`src/verilog/periph_params.svh`:
```
`ifndef PERIPH_PARAMS_SVH
`define PERIPH_PARAMS_SVH

// bus widths
`define ADDR_WIDTH 32
`define DATA_WIDTH 32
`define STRB_WIDTH 4
`define ID_WIDTH 4

// peripheral sizes
`define LED_WIDTH 2
`define INT_NUM 8

// slave select field, addr[31:12]
`define SLV_SEL_LSB 12
`define SLV_LED 0
`define SLV_INT 1

// interrupt controller register offsets, within the 4K page
`define REG_STATUS 12'h000
`define REG_ENABLE 12'h004
`define REG_PENDING 12'h008

// axi response codes
`define RESP_OKAY 2'd0
`define RESP_SLVERR 2'd2

`endif
```
`src/verilog/periph_pkg.sv`:
```
`include "periph_params.svh"

package periph_pkg;

	// aw / ar request beat
	typedef struct packed {
		logic [`ID_WIDTH-1:0] id;
		logic [`ADDR_WIDTH-1:0] addr;
	} axi_addr_t;

	// w beat, single beat so no last
	typedef struct packed {
		logic [`DATA_WIDTH-1:0] data;
		logic [`STRB_WIDTH-1:0] strb;
	} axi_wdata_t;

	// b beat
	typedef struct packed {
		logic [`ID_WIDTH-1:0] id;
		logic [1:0] resp;
	} axi_bresp_t;

	// r beat
	typedef struct packed {
		logic [`ID_WIDTH-1:0] id;
		logic [`DATA_WIDTH-1:0] data;
		logic [1:0] resp;
	} axi_rresp_t;

	// apb request, master to slave
	typedef struct packed {
		logic sel;
		logic enable;
		logic write;
		logic [`ADDR_WIDTH-1:0] addr;
		logic [`DATA_WIDTH-1:0] wdata;
		logic [`STRB_WIDTH-1:0] strb;
	} apb_req_t;

	// apb response, slave to master
	// ack ends the access phase
	typedef struct packed {
		logic [`DATA_WIDTH-1:0] rdata;
		logic ack;
		logic err;
	} apb_rsp_t;

endpackage

```
`src/verilog/periph_top.sv`:
```
`timescale 1ns/10ps

`include "periph_params.svh"

module periph_top (
	input logic clk,
	input logic rst_n,
	input logic aw_valid,
	output logic aw_ready,
	input periph_pkg::axi_addr_t aw,
	input logic w_valid,
	output logic w_ready,
	input periph_pkg::axi_wdata_t w,
	output logic b_valid,
	input logic b_ready,
	output periph_pkg::axi_bresp_t b,
	input logic ar_valid,
	output logic ar_ready,
	input periph_pkg::axi_addr_t ar,
	output logic r_valid,
	input logic r_ready,
	output periph_pkg::axi_rresp_t r,
	input logic [`INT_NUM-1:0] int_src,
	output logic [`LED_WIDTH-1:0] led,
	output logic irq
);

	// bridge to decoder
	periph_pkg::apb_req_t cpu_req;
	periph_pkg::apb_rsp_t cpu_rsp;
	// decoder to slaves
	periph_pkg::apb_req_t led_req;
	periph_pkg::apb_rsp_t led_rsp;
	periph_pkg::apb_req_t int_req;
	periph_pkg::apb_rsp_t int_rsp;

	axi2apb_bridge u_bridge (
		.clk(clk), .rst_n(rst_n),
		.aw_valid(aw_valid), .aw_ready(aw_ready), .aw(aw),
		.w_valid(w_valid), .w_ready(w_ready), .w(w),
		.b_valid(b_valid), .b_ready(b_ready), .b(b),
		.ar_valid(ar_valid), .ar_ready(ar_ready), .ar(ar),
		.r_valid(r_valid), .r_ready(r_ready), .r(r),
		.apb_req(cpu_req), .apb_rsp(cpu_rsp)
	);

	apb_mux u_mux (
		.cpu_req(cpu_req), .cpu_rsp(cpu_rsp),
		.led_req(led_req), .led_rsp(led_rsp),
		.int_req(int_req), .int_rsp(int_rsp)
	);

	// slave 0
	led_driver u_led (
		.clk(clk), .rst_n(rst_n),
		.apb_req(led_req), .apb_rsp(led_rsp),
		.led(led)
	);

	// slave 1
	int_controller u_int (
		.clk(clk), .rst_n(rst_n),
		.apb_req(int_req), .apb_rsp(int_rsp),
		.int_src(int_src), .irq(irq)
	);

endmodule

```
`src/verilog/int_controller.sv`:
```
`timescale 1ns/10ps

`include "periph_params.svh"

module int_controller (
	input logic clk,
	input logic rst_n,
	input periph_pkg::apb_req_t apb_req,
	output periph_pkg::apb_rsp_t apb_rsp,
	input logic [`INT_NUM-1:0] int_src,
	output logic irq
);

	logic [`INT_NUM-1:0] src_q;
	logic [`INT_NUM-1:0] rise;
	logic [`INT_NUM-1:0] enable;
	logic [`INT_NUM-1:0] pending;
	logic [`INT_NUM-1:0] clr;
	logic [`SLV_SEL_LSB-1:0] offset;
	logic access;
	logic wr_en;
	logic [`INT_NUM-1:0] rd_val;

	// register offset inside the page
	assign offset = apb_req.addr[`SLV_SEL_LSB-1:0];
	assign access = apb_req.sel && apb_req.enable;
	// all interrupt bits sit in byte lane 0
	assign wr_en = access && apb_req.write && apb_req.strb[0];

	// rising edge against last cycle's sample
	assign rise = int_src & ~src_q;

	// write 1 to clear
	assign clr = (wr_en && offset == `REG_PENDING) ? apb_req.wdata[`INT_NUM-1:0] : '0;

	always_ff @(posedge clk) begin
		if (!rst_n) begin
			src_q <= '0;
			enable <= '0;
			pending <= '0;
		end else begin
			src_q <= int_src;
			if (wr_en && offset == `REG_ENABLE)
				enable <= apb_req.wdata[`INT_NUM-1:0];
			// a new edge beats a clear in the same cycle
			pending <= (pending & ~clr) | rise;
		end
	end

	// read mux
	always_comb begin
		case (offset)
			`REG_STATUS: rd_val = int_src;
			`REG_ENABLE: rd_val = enable;
			`REG_PENDING: rd_val = pending;
			// holes read zero
			default: rd_val = '0;
		endcase
	end

	assign apb_rsp.rdata = {{(`DATA_WIDTH-`INT_NUM){1'b0}}, rd_val};
	assign apb_rsp.ack = access;
	assign apb_rsp.err = 1'b0;

	// one cpu interrupt
	assign irq = |(pending & enable);

endmodule

```
`src/verilog/led_driver.sv`:
```
`timescale 1ns/10ps

`include "periph_params.svh"

module led_driver (
	input logic clk,
	input logic rst_n,
	input periph_pkg::apb_req_t apb_req,
	output periph_pkg::apb_rsp_t apb_rsp,
	output logic [`LED_WIDTH-1:0] led
);

	logic [`LED_WIDTH-1:0] led_q;
	logic access;
	logic wr_en;

	// single register, the address offset is not decoded
	assign access = apb_req.sel && apb_req.enable;
	// only byte lane 0 carries led bits
	assign wr_en = access && apb_req.write && apb_req.strb[0];

	always_ff @(posedge clk) begin
		if (!rst_n)
			led_q <= '0;
		else if (wr_en)
			led_q <= apb_req.wdata[`LED_WIDTH-1:0];
	end

	assign led = led_q;

	// zero wait state, never errors
	assign apb_rsp.ack = access;
	assign apb_rsp.err = 1'b0;
	// read back, zero-extended
	assign apb_rsp.rdata = {{(`DATA_WIDTH-`LED_WIDTH){1'b0}}, led_q};

endmodule

```
`src/verilog/apb_mux.sv`:
```
`timescale 1ns/10ps

`include "periph_params.svh"

module apb_mux (
	input periph_pkg::apb_req_t cpu_req,
	output periph_pkg::apb_rsp_t cpu_rsp,
	output periph_pkg::apb_req_t led_req,
	input periph_pkg::apb_rsp_t led_rsp,
	output periph_pkg::apb_req_t int_req,
	input periph_pkg::apb_rsp_t int_rsp
);

	logic [`ADDR_WIDTH-`SLV_SEL_LSB-1:0] slv_sel;
	logic hit_led;
	logic hit_int;

	// everything above the 4K page picks the slave
	assign slv_sel = cpu_req.addr[`ADDR_WIDTH-1:`SLV_SEL_LSB];
	assign hit_led = (slv_sel == `SLV_LED);
	assign hit_int = (slv_sel == `SLV_INT);

	// request fan-out
	always_comb begin
		led_req = cpu_req;
		int_req = cpu_req;
		// only the addressed slave sees its select
		led_req.sel = cpu_req.sel && hit_led;
		int_req.sel = cpu_req.sel && hit_int;
	end

	// response steering
	always_comb begin
		if (hit_led) begin
			cpu_rsp = led_rsp;
		end else if (hit_int) begin
			cpu_rsp = int_rsp;
		end else begin
			// unmapped, answer here in the first access cycle
			cpu_rsp.rdata = '0;
			cpu_rsp.ack = cpu_req.sel && cpu_req.enable;
			cpu_rsp.err = 1'b1;
		end
	end

	// decode must be one-hot at most
	always_comb begin
		a_one_sel: assert final (!(led_req.sel && int_req.sel));
	end

endmodule

```
`src/verilog/axi2apb_bridge.sv`:
```
`timescale 1ns/10ps

`include "periph_params.svh"

module axi2apb_bridge (
	input logic clk,
	input logic rst_n,
	input logic aw_valid,
	output logic aw_ready,
	input periph_pkg::axi_addr_t aw,
	input logic w_valid,
	output logic w_ready,
	input periph_pkg::axi_wdata_t w,
	output logic b_valid,
	input logic b_ready,
	output periph_pkg::axi_bresp_t b,
	input logic ar_valid,
	output logic ar_ready,
	input periph_pkg::axi_addr_t ar,
	output logic r_valid,
	input logic r_ready,
	output periph_pkg::axi_rresp_t r,
	output periph_pkg::apb_req_t apb_req,
	input periph_pkg::apb_rsp_t apb_rsp
);

	typedef enum logic [1:0] {
		ST_IDLE,
		ST_SETUP,
		ST_ACCESS,
		ST_RESP
	} state_t;

	state_t state;
	state_t state_d;
	logic aw_got;
	logic w_got;
	logic ar_got;
	logic aw_got_d;
	logic w_got_d;
	logic ar_got_d;
	logic is_write;
	logic start_wr;
	logic start_rd;
	periph_pkg::axi_addr_t aw_q;
	periph_pkg::axi_addr_t ar_q;
	periph_pkg::axi_wdata_t w_q;
	logic [`DATA_WIDTH-1:0] rdata_q;
	logic err_q;

	// write wins when both sides are ready in the same cycle
	assign start_wr = (state == ST_IDLE) && aw_got && w_got;
	assign start_rd = (state == ST_IDLE) && !start_wr && ar_got;

	always_comb begin
		state_d = state;
		// one capture flag per channel
		aw_got_d = aw_got | (aw_valid & aw_ready);
		w_got_d = w_got | (w_valid & w_ready);
		ar_got_d = ar_got | (ar_valid & ar_ready);
		case (state)
			ST_IDLE: begin
				if (start_wr) begin
					state_d = ST_SETUP;
					aw_got_d = 1'b0;
					w_got_d = 1'b0;
				end else if (start_rd) begin
					state_d = ST_SETUP;
					ar_got_d = 1'b0;
				end
			end
			ST_SETUP: state_d = ST_ACCESS;
			// slow slaves just stretch this state
			ST_ACCESS: if (apb_rsp.ack) state_d = ST_RESP;
			// hold the response until the master takes it
			ST_RESP: if (is_write ? b_ready : r_ready) state_d = ST_IDLE;
			default: state_d = ST_IDLE;
		endcase
	end

	always_ff @(posedge clk) begin
		if (!rst_n) begin
			state <= ST_IDLE;
			aw_got <= 1'b0;
			w_got <= 1'b0;
			ar_got <= 1'b0;
			aw_ready <= 1'b0;
			w_ready <= 1'b0;
			ar_ready <= 1'b0;
			is_write <= 1'b0;
		end else begin
			state <= state_d;
			aw_got <= aw_got_d;
			w_got <= w_got_d;
			ar_got <= ar_got_d;
			// readies only while idle and the channel is still empty
			aw_ready <= (state_d == ST_IDLE) && !aw_got_d;
			w_ready <= (state_d == ST_IDLE) && !w_got_d;
			ar_ready <= (state_d == ST_IDLE) && !ar_got_d;
			if (start_wr)
				is_write <= 1'b1;
			else if (start_rd)
				is_write <= 1'b0;
		end
	end

	// payload capture
	always_ff @(posedge clk) begin
		if (aw_valid && aw_ready)
			aw_q <= aw;
		if (w_valid && w_ready)
			w_q <= w;
		if (ar_valid && ar_ready)
			ar_q <= ar;
		// sample slave data on the ack edge
		if (state == ST_ACCESS && apb_rsp.ack) begin
			rdata_q <= apb_rsp.rdata;
			err_q <= apb_rsp.err;
		end
	end

	// apb side
	assign apb_req.sel = (state == ST_SETUP) || (state == ST_ACCESS);
	assign apb_req.enable = (state == ST_ACCESS);
	assign apb_req.write = is_write;
	assign apb_req.addr = is_write ? aw_q.addr : ar_q.addr;
	assign apb_req.wdata = w_q.data;
	assign apb_req.strb = is_write ? w_q.strb : '0;

	// axi responses
	assign b_valid = (state == ST_RESP) && is_write;
	assign r_valid = (state == ST_RESP) && !is_write;
	assign b.id = aw_q.id;
	assign b.resp = err_q ? `RESP_SLVERR : `RESP_OKAY;
	assign r.id = ar_q.id;
	assign r.data = rdata_q;
	assign r.resp = err_q ? `RESP_SLVERR : `RESP_OKAY;

	// access phase always comes out of a setup phase
	a_enable_after_setup: assert property (@(posedge clk) disable iff (!rst_n)
		apb_req.enable |-> apb_req.sel && $past(apb_req.sel));

	// one transfer in flight means never both responses at once
	a_one_resp: assert property (@(posedge clk) disable iff (!rst_n)
		!(b_valid && r_valid));

endmodule

```
`config.mk`:
```
export PLATFORM = sky130hd
export DESIGN_NAME = periph_top
export DESIGN_NICKNAME = d
export VERILOG_FILES = /design/src/verilog/periph_pkg.sv /design/src/verilog/periph_top.sv /design/src/verilog/int_controller.sv /design/src/verilog/led_driver.sv /design/src/verilog/apb_mux.sv /design/src/verilog/axi2apb_bridge.sv
export VERILOG_INCLUDE_DIRS = /design/src /design/src/verilog
export SDC_FILE = /design/constraint.sdc
export NUM_CORES = 1
export LEC_CHECK = 0
export BUFFER_PORTS_ARGS = -buffer_cell sky130_fd_sc_hd__clkbuf_2
export CORE_ASPECT_RATIO = 0.7
export CORE_MARGIN = 3
export CORE_UTILIZATION = 45
export CTS_CLUSTER_DIAMETER = 100
export DETAILED_ROUTE_END_ITERATION = 12
export HOLD_SLACK_MARGIN = 0.03
export PLACE_DENSITY = 0.73
export SYNTH_ARGS = -nofsm -noshare
export SYNTH_HDL_FRONTEND = slang
export SYNTH_SLANG_ARGS = --single-unit
```
`constraint.sdc`:
```
create_clock -name clk -period 4.2 [get_ports clk]
set_input_delay 0.42 -clock clk [delete_from_list [all_inputs] [get_ports clk]]
set_output_delay 0.42 -clock clk [all_outputs]
set_load 0.02 [all_outputs]
```
# [After elaboration in Yosys (flattened, before gate mapping)]
# Index checks and enable logic that the tools add are counted.
[totals] output_inout_bits=52 elab_cells=100 regBits=149
[op_classes] eq_ne=6 n_bitwise=13 n_mux=22 reduce_logical=37
[op_table] cell="2-to-1 mux 32 bit" count=1
[op_table] cell="bitwise AND 8 bit" count=3
[op_table] cell="logical AND 1 bit" count=24
[op_table] cell="one-hot mux 8 bit (3 select lines)" count=1
[op_table] cell="equality test 20 x 1 -> 1 bit, second input constant" count=1
[op_table] cell="zero test 20 bit" count=1
[op_table] cell="NOT 8 bit" count=2
[op_table] cell="equality test 12 x 3 -> 1 bit, second input constant" count=1
[op_table] cell="equality test 12 x 4 -> 1 bit, second input constant" count=1
[op_table] cell="zero test 12 bit" count=1
[op_table] cell="2-to-1 mux 1 bit" count=11
[op_table] cell="2-to-1 mux 2 bit" count=5
[op_table] cell="2-to-1 mux 4 bit" count=2
[op_table] cell="2-to-1 mux 8 bit" count=1
[op_table] cell="OR 8 bit" count=1
[op_table] cell="one-hot mux 2 bit (4 select lines)" count=1
[op_table] cell="OR reduction 8 bit" count=1
[op_table] cell="zero test 1 bit" count=5
[op_table] cell="equality test 2 bit, second input constant" count=2
[op_table] cell="zero test 2 bit" count=2
[op_table] cell="bitwise AND 1 bit" count=3
[op_table] cell="OR 1 bit" count=3
[op_table] cell="equality test 2 x 1 -> 1 bit, second input constant" count=1
[op_table] cell="nonzero test 2 bit" count=1
[op_table] cell="3 further kinds" count=3

# [Longest topological paths before layout]
[logic_depth] ltp_word=11 depth_mapped=7 ltp_nobuf=7

# [Modules after synthesis]
# From an unflattened synthesis, not the netlist that was laid out.
[unflattened] cells_unflattened=719 area_unflattened_um2=8876.0
[modules_own_cells] mod="axi2apb_bridge" cells_each=279 n_inst=1 seq_area_each_um2=4414.2 area_each_um2=5440.2
[modules_own_cells] mod="apb_mux" cells_each=227 n_inst=1 seq_area_each_um2=0.0 area_each_um2=1655.3
[modules_own_cells] mod="int_controller" cells_each=168 n_inst=1 seq_area_each_um2=480.5 area_each_um2=1426.4
[modules_own_cells] mod="led_driver" cells_each=45 n_inst=1 seq_area_each_um2=40.0 area_each_um2=354.1

# [Worst setup path before layout]
# Ideal clock, no wire load.
[synth_timing] path_type="reg2reg" from="register u_bridge.ar_ready" to="register u_bridge.ar_got" stages_incl_launch_ff=5 path_buffers=0 path_slack_ps=2435 setup_ps=59 t_arrival_ps=1706 path_cell_list="dfxtp_1 > and2_1 > nor2_1 > nor2_1 > and2_1"
[synth_via] elab_chain_len=5
[synth_rtl] element="start, declared" line_no="axi2apb_bridge.sv:18" source="output logic ar_ready,"
[synth_rtl] element="start signal, assigned" line_no="axi2apb_bridge.sv:99" source="ar_ready <= (state_d == ST_IDLE) && !ar_got_d;"
[synth_rtl] element="bitwise AND 1 bit *" line_no="axi2apb_bridge.sv:60" source="ar_got_d = ar_got | (ar_valid & ar_ready);"
[synth_rtl] element="OR 1 bit *" line_no="axi2apb_bridge.sv:60"
[synth_rtl] element="2-to-1 mux 1 bit" line_no="axi2apb_bridge.sv:67" source="end else if (start_rd) begin"
[synth_rtl] element="2-to-1 mux 1 bit" line_no="axi2apb_bridge.sv:63" source="if (start_wr) begin"
[synth_rtl] element="2-to-1 mux 1 bit *" line_no="axi2apb_bridge.sv:61" source="case (state)"
[synth_rtl] element="end signal, assigned" line_no="axi2apb_bridge.sv:95" source="ar_got <= ar_got_d;"
[synth_rtl] element="end, declared" line_no="axi2apb_bridge.sv:38" source="logic ar_got;"
# Every way passes the cells marked *; elsewhere a longest branch is shown, timed or not.
# A chain may end at the register's enable or synchronous reset.

# [Worst setup path in the final report]
[layout_timing] from="register u_bridge.is_write" to="register u_int.pending[6]"
[layout_via] elab_chain_len=11 elab_cells_between_ends=13 classes_between="eq/ne: 2; mux: 3; bitwise: 3; reduce/logical: 5"
[layout_rtl] element="start, declared" line_no="axi2apb_bridge.sv:42" source="logic is_write;"
[layout_rtl] element="start signal, assigned" line_no="axi2apb_bridge.sv:90" source="is_write <= 1'b0;"
[layout_rtl] element="start signal, assigned" line_no="axi2apb_bridge.sv:101" source="is_write <= 1'b1;"
[layout_rtl] element="start signal, assigned" line_no="axi2apb_bridge.sv:103" source="is_write <= 1'b0;"
[layout_rtl] element="2-to-1 mux 32 bit" line_no="axi2apb_bridge.sv:126" source="assign apb_req.addr = is_write ? aw_q.addr : ar_q.addr;"
[layout_rtl] element="equality test 20 x 1 -> 1 bit (no source line)"
[layout_rtl] element="logical AND 1 bit" line_no="apb_mux.sv:29" source="int_req.sel = cpu_req.sel && hit_int;"
[layout_rtl] element="logical AND 1 bit" line_no="int_controller.sv:26" source="assign access = apb_req.sel && apb_req.enable;"
[layout_rtl] element="logical AND 1 bit (2 in series)" line_no="int_controller.sv:28" source="assign wr_en = access && apb_req.write && apb_req.strb[0];"
[layout_rtl] element="logical AND 1 bit (no source line) *"
[layout_rtl] element="2-to-1 mux 8 bit *" line_no="int_controller.sv:34" source="assign clr = (wr_en && offset == `REG_PENDING) ? apb_req.wdata[`INT_NUM-1:0] : '0;"
[layout_rtl] element="NOT 8 bit *" line_no="int_controller.sv:46" source="pending <= (pending & ~clr) | rise;"
[layout_rtl] element="bitwise AND 8 bit *" line_no="int_controller.sv:46"
[layout_rtl] element="OR 8 bit *" line_no="int_controller.sv:46"
[layout_rtl] element="end signal, assigned" line_no="int_controller.sv:46"
[layout_rtl] element="end, declared" line_no="int_controller.sv:17" source="logic [`INT_NUM-1:0] pending;"
# Marks and branches as above.

==> results.json <==
{
  "syn_area_um2": 4950,
  "holdPathStages": 1,
  "leakage_nw": 2.52,
  "worstHoldEndpoint": "u_bridge.r[36]",
  "fin_crit_sh_pct": 57.1,
  "postCtsSetupBuffers": 0,
  "ioPinCount": 175,
  "synth_seq_area_share_pct": 68.8,
  "io_buffer_count": 121,
  "cts_root_buf": "clkbuf_16",
  "track_usage_pct": 17.1,
  "grt_max_degree": 42,
  "worstReg2RegStart": "u_bridge.is_write",
  "fin_nets": 610,
  "cts_max_level": 4,
  "drtPass1Iterations": 4,
  "fin_crit_ps": 2400,
  "ys_top_cells_by_area": "edfxtp_1 (55%), dfxtp_1 (14%), buf_4 (5.6%), mux2i_1 (4.0%), nor2b_1 (2.4%)",
  "skew_ps": 11.6,
  "drv_cap": 0,
  "antenna_found_initial": 0,
  "path_max_fanout": 15,
  "start_util_pct": 47.1,
  "finalHoldViolations": 0,
  "hpwl_um": 7200,
  "clk_latency_ps": 410,
  "die_area_um2": 12300,
  "min_from": "ar[34]",
  "peakVddDrop_mv": 0.299,
  "utilization_pct": 58.3,
  "worst-setup-path-type": "reg -> reg",
  "tightest_slew_ps": 870,
  "drt_wl_total_um": 9850,
  "fin_tns_setup_ps": 0,
  "slew_viol_final": 0,
  "slowest_delay_ps": 780,
  "wl_per_cell_um": 15.3,
  "fin_total_pwr_w": 0.00322,
  "required_ps": 4470,
  "first_iter_violations": 211,
  "rsz0062_at_grt": "false",
  "place_congestion": 0.759,
  "vias_per_cell": 4.68,
  "cpMaxStageDelayCell": "dfxtp_1",
  "core-area_um2": 10500,
  "synth-async-reset-ratio_pct": 0,
  "start_kind": "flop",
  "syn2layout_area_growth_pct": 23.8,
  "reg2reg_slack_ps": 1800,
  "cts_buffers": 17,
  "post_route_cells_drive_above_1_share_pct": 33.1,
  "clkSinkCount": 125,
  "cts_hold_buf": 0,
  "vias": 3008,
  "synth_top_cell_area_share_pct": 54.6,
  "outcome": "complete, no violations",
  "clk_path_buf_depth": 2,
  "cts_tree": "done",
  "hp-class": "in -> reg",
  "ys.flop_type": "edfxtp_1",
  "slew_headroom_pct": 42.0,
  "r2r_end": "u_int.pending[6]",
  "crit_path_cell_trace": "nor4b_1 > nand4_1 > a22oi_4 > and4_1 > a21oi_1",
  "fmax_ghz": 0.417,
  "die_h_um": 93.7,
  "rr_worst_depth": 5,
  "crit_family": "simple AND/OR/NAND/NOR gates",
  "die_w_um": 131,
  "grt_pass1_vias": 3092,
  "grt_pass1_wl_um": 15900,
  "antenna_left": 0,
  "whs_ps": 177,
  "setup_violations": 0,
  "cts_resized": 0,
  "powerDensity_nw_per_um2": 526,
  "crit_arrival_ps": 2670,
  "synth.avg_cell_area_um2": 13.8,
  "synth_top_cell_by_area": "edfxtp_1",
  "overflow": 0,
  "synth_edf_count": 90,
  "ys_warn_count": 0,
  "synth.top_cells.by_count": "edfxtp_1 (90), buf_4 (37), dfxtp_1 (35), nor2_1 (28), nand2_1 (25)",
  "synthMostInstantiatedCell": "edfxtp_1",
  "clk_pin_slew_ps": 60,
  "drc_errors": 0,
  "diodes": 0,
  "ys_seq_elements": 125,
  "rows": 31,
  "netlist_instances": 358,
  "worst_setup_path_end_kind": "flop",
  "synthDistinctLibCells": 37,
  "crit_buf_inv": 0
}
per-stage QoR:
stage | cells | instance area [µm²] | worst slack (ps)
6_report | 643 | 6120 | 1800
5_1_grt | 643 | 6120 | 1630
4_1_cts | 643 | 6120 | 1750
3_5_place_dp | 611 | 5540 | 1770
3_3_place_gp | 611 | 5540 | 1840
2_1_floorplan | 383 | 5040 | 2430
worst reg2reg max path: stages (launching register included):
cell and delay (ps):
dfxtp_1 780, nor4b_1 330, nand4_1 200, a22oi_4 330, and4_1 490, a21oi_1 130
logic make-up (layout without fill, tap and decap cells):
logic type	after synthesis	count (layout)	synth area share [%]
simple gates	118	118	13.2
compound gates	41	41	5.66
flops	125	125	68.8
mux	21	21	4.50
buf+inv	47	159	6.52
other cells	1	26	0.0758
fa+ha+maj	5	5	1.26
power breakdown:
group          switching [W]  internal [W]
sequential         0.0000462       0.00146
combinational       0.000191      0.000101
clock               0.000548      0.000880
area by class of cell:
class / count / area (µm²)
multi-input cells: 211 / 1320
flip-flops and latches: 125 / 3400
inverters: 5 / 18.8
repair buffers: 122 / 613
clock buffers: 17 / 425
fillers: 857 / 4390
clock inverters: 15 / 161
well taps: 148 / 185
per-layer routing:
metal | track usage, % | vias up | share of wire (%)
met5 | 0 | - | 0
met4 | 6.82 | 0 | 1.0
met3 | 5.73 | 6 | 6.2
met2 | 27.2 | 100 | 48
met1 | 22.0 | 1415 | 45
li1 | - | 1487 | -
sequential cells by signal, summed over array words and instances, names as in the netlist:
| register | count |
|---|---|
| u_int.src_q | 8 |
| u_bridge.apb_req | 8 |
| u_int.enable | 8 |
| u_bridge.w_got | 1 |
| u_bridge.is_write | 1 |
| u_bridge.ar_q | 32 |
| u_bridge.err_q | 1 |
| u_bridge.w_ready | 1 |
| u_led.led | 2 |
| u_bridge.b | 4 |
| u_bridge.w_q | 1 |
| u_int.pending | 8 |
| u_bridge.aw_got | 1 |
| u_bridge.r | 4 |
| u_bridge.aw_ready | 1 |
| u_bridge.ar_ready | 1 |
| u_bridge.ar_got | 1 |
| u_bridge.rdata_q | 8 |
| u_bridge.aw_q | 32 |
| u_bridge.state | 2 |
placed cells by master (no fill, tap or decap), drive strengths merged:
cell / instances
inv: 10
and2: 16
nand2: 25
mux2i: 21
a211o: 1
nand3b: 1
dfxtp: 35
nand4b: 1
o22ai: 2
nor2: 28
nor2b: 19
clkinv: 5
clkbuf: 138
nand2b: 2
and3: 2
conb: 26
bufinv: 2
clkinvlp: 3
ha: 5
and4: 1
a22oi: 5
o21ai: 11
a21oi: 20
buf: 1
nor4: 9
nand3: 3
o221a: 1
edfxtp: 90
nor4b: 3
nor3: 3
o41ai: 1
nand4: 5
worst max-delay path by stage:
stage | from | to | slack (ps) | cells after the start
2_1_floorplan | u_bridge.ar_ready | u_bridge.ar_got | 2430 | 4
3_3_place_gp | u_bridge.is_write | u_int.pending[1] | 1840 | 5
3_5_place_dp | u_bridge.is_write | u_int.pending[2] | 1770 | 5
4_1_cts | u_bridge.is_write | u_int.pending[2] | 1750 | 5
5_1_grt | u_bridge.is_write | u_int.pending[2] | 1630 | 5
6_report | u_bridge.is_write | u_int.pending[6] | 1800 | 5
No activity file was read; power rests on OpenSTA's default activity.
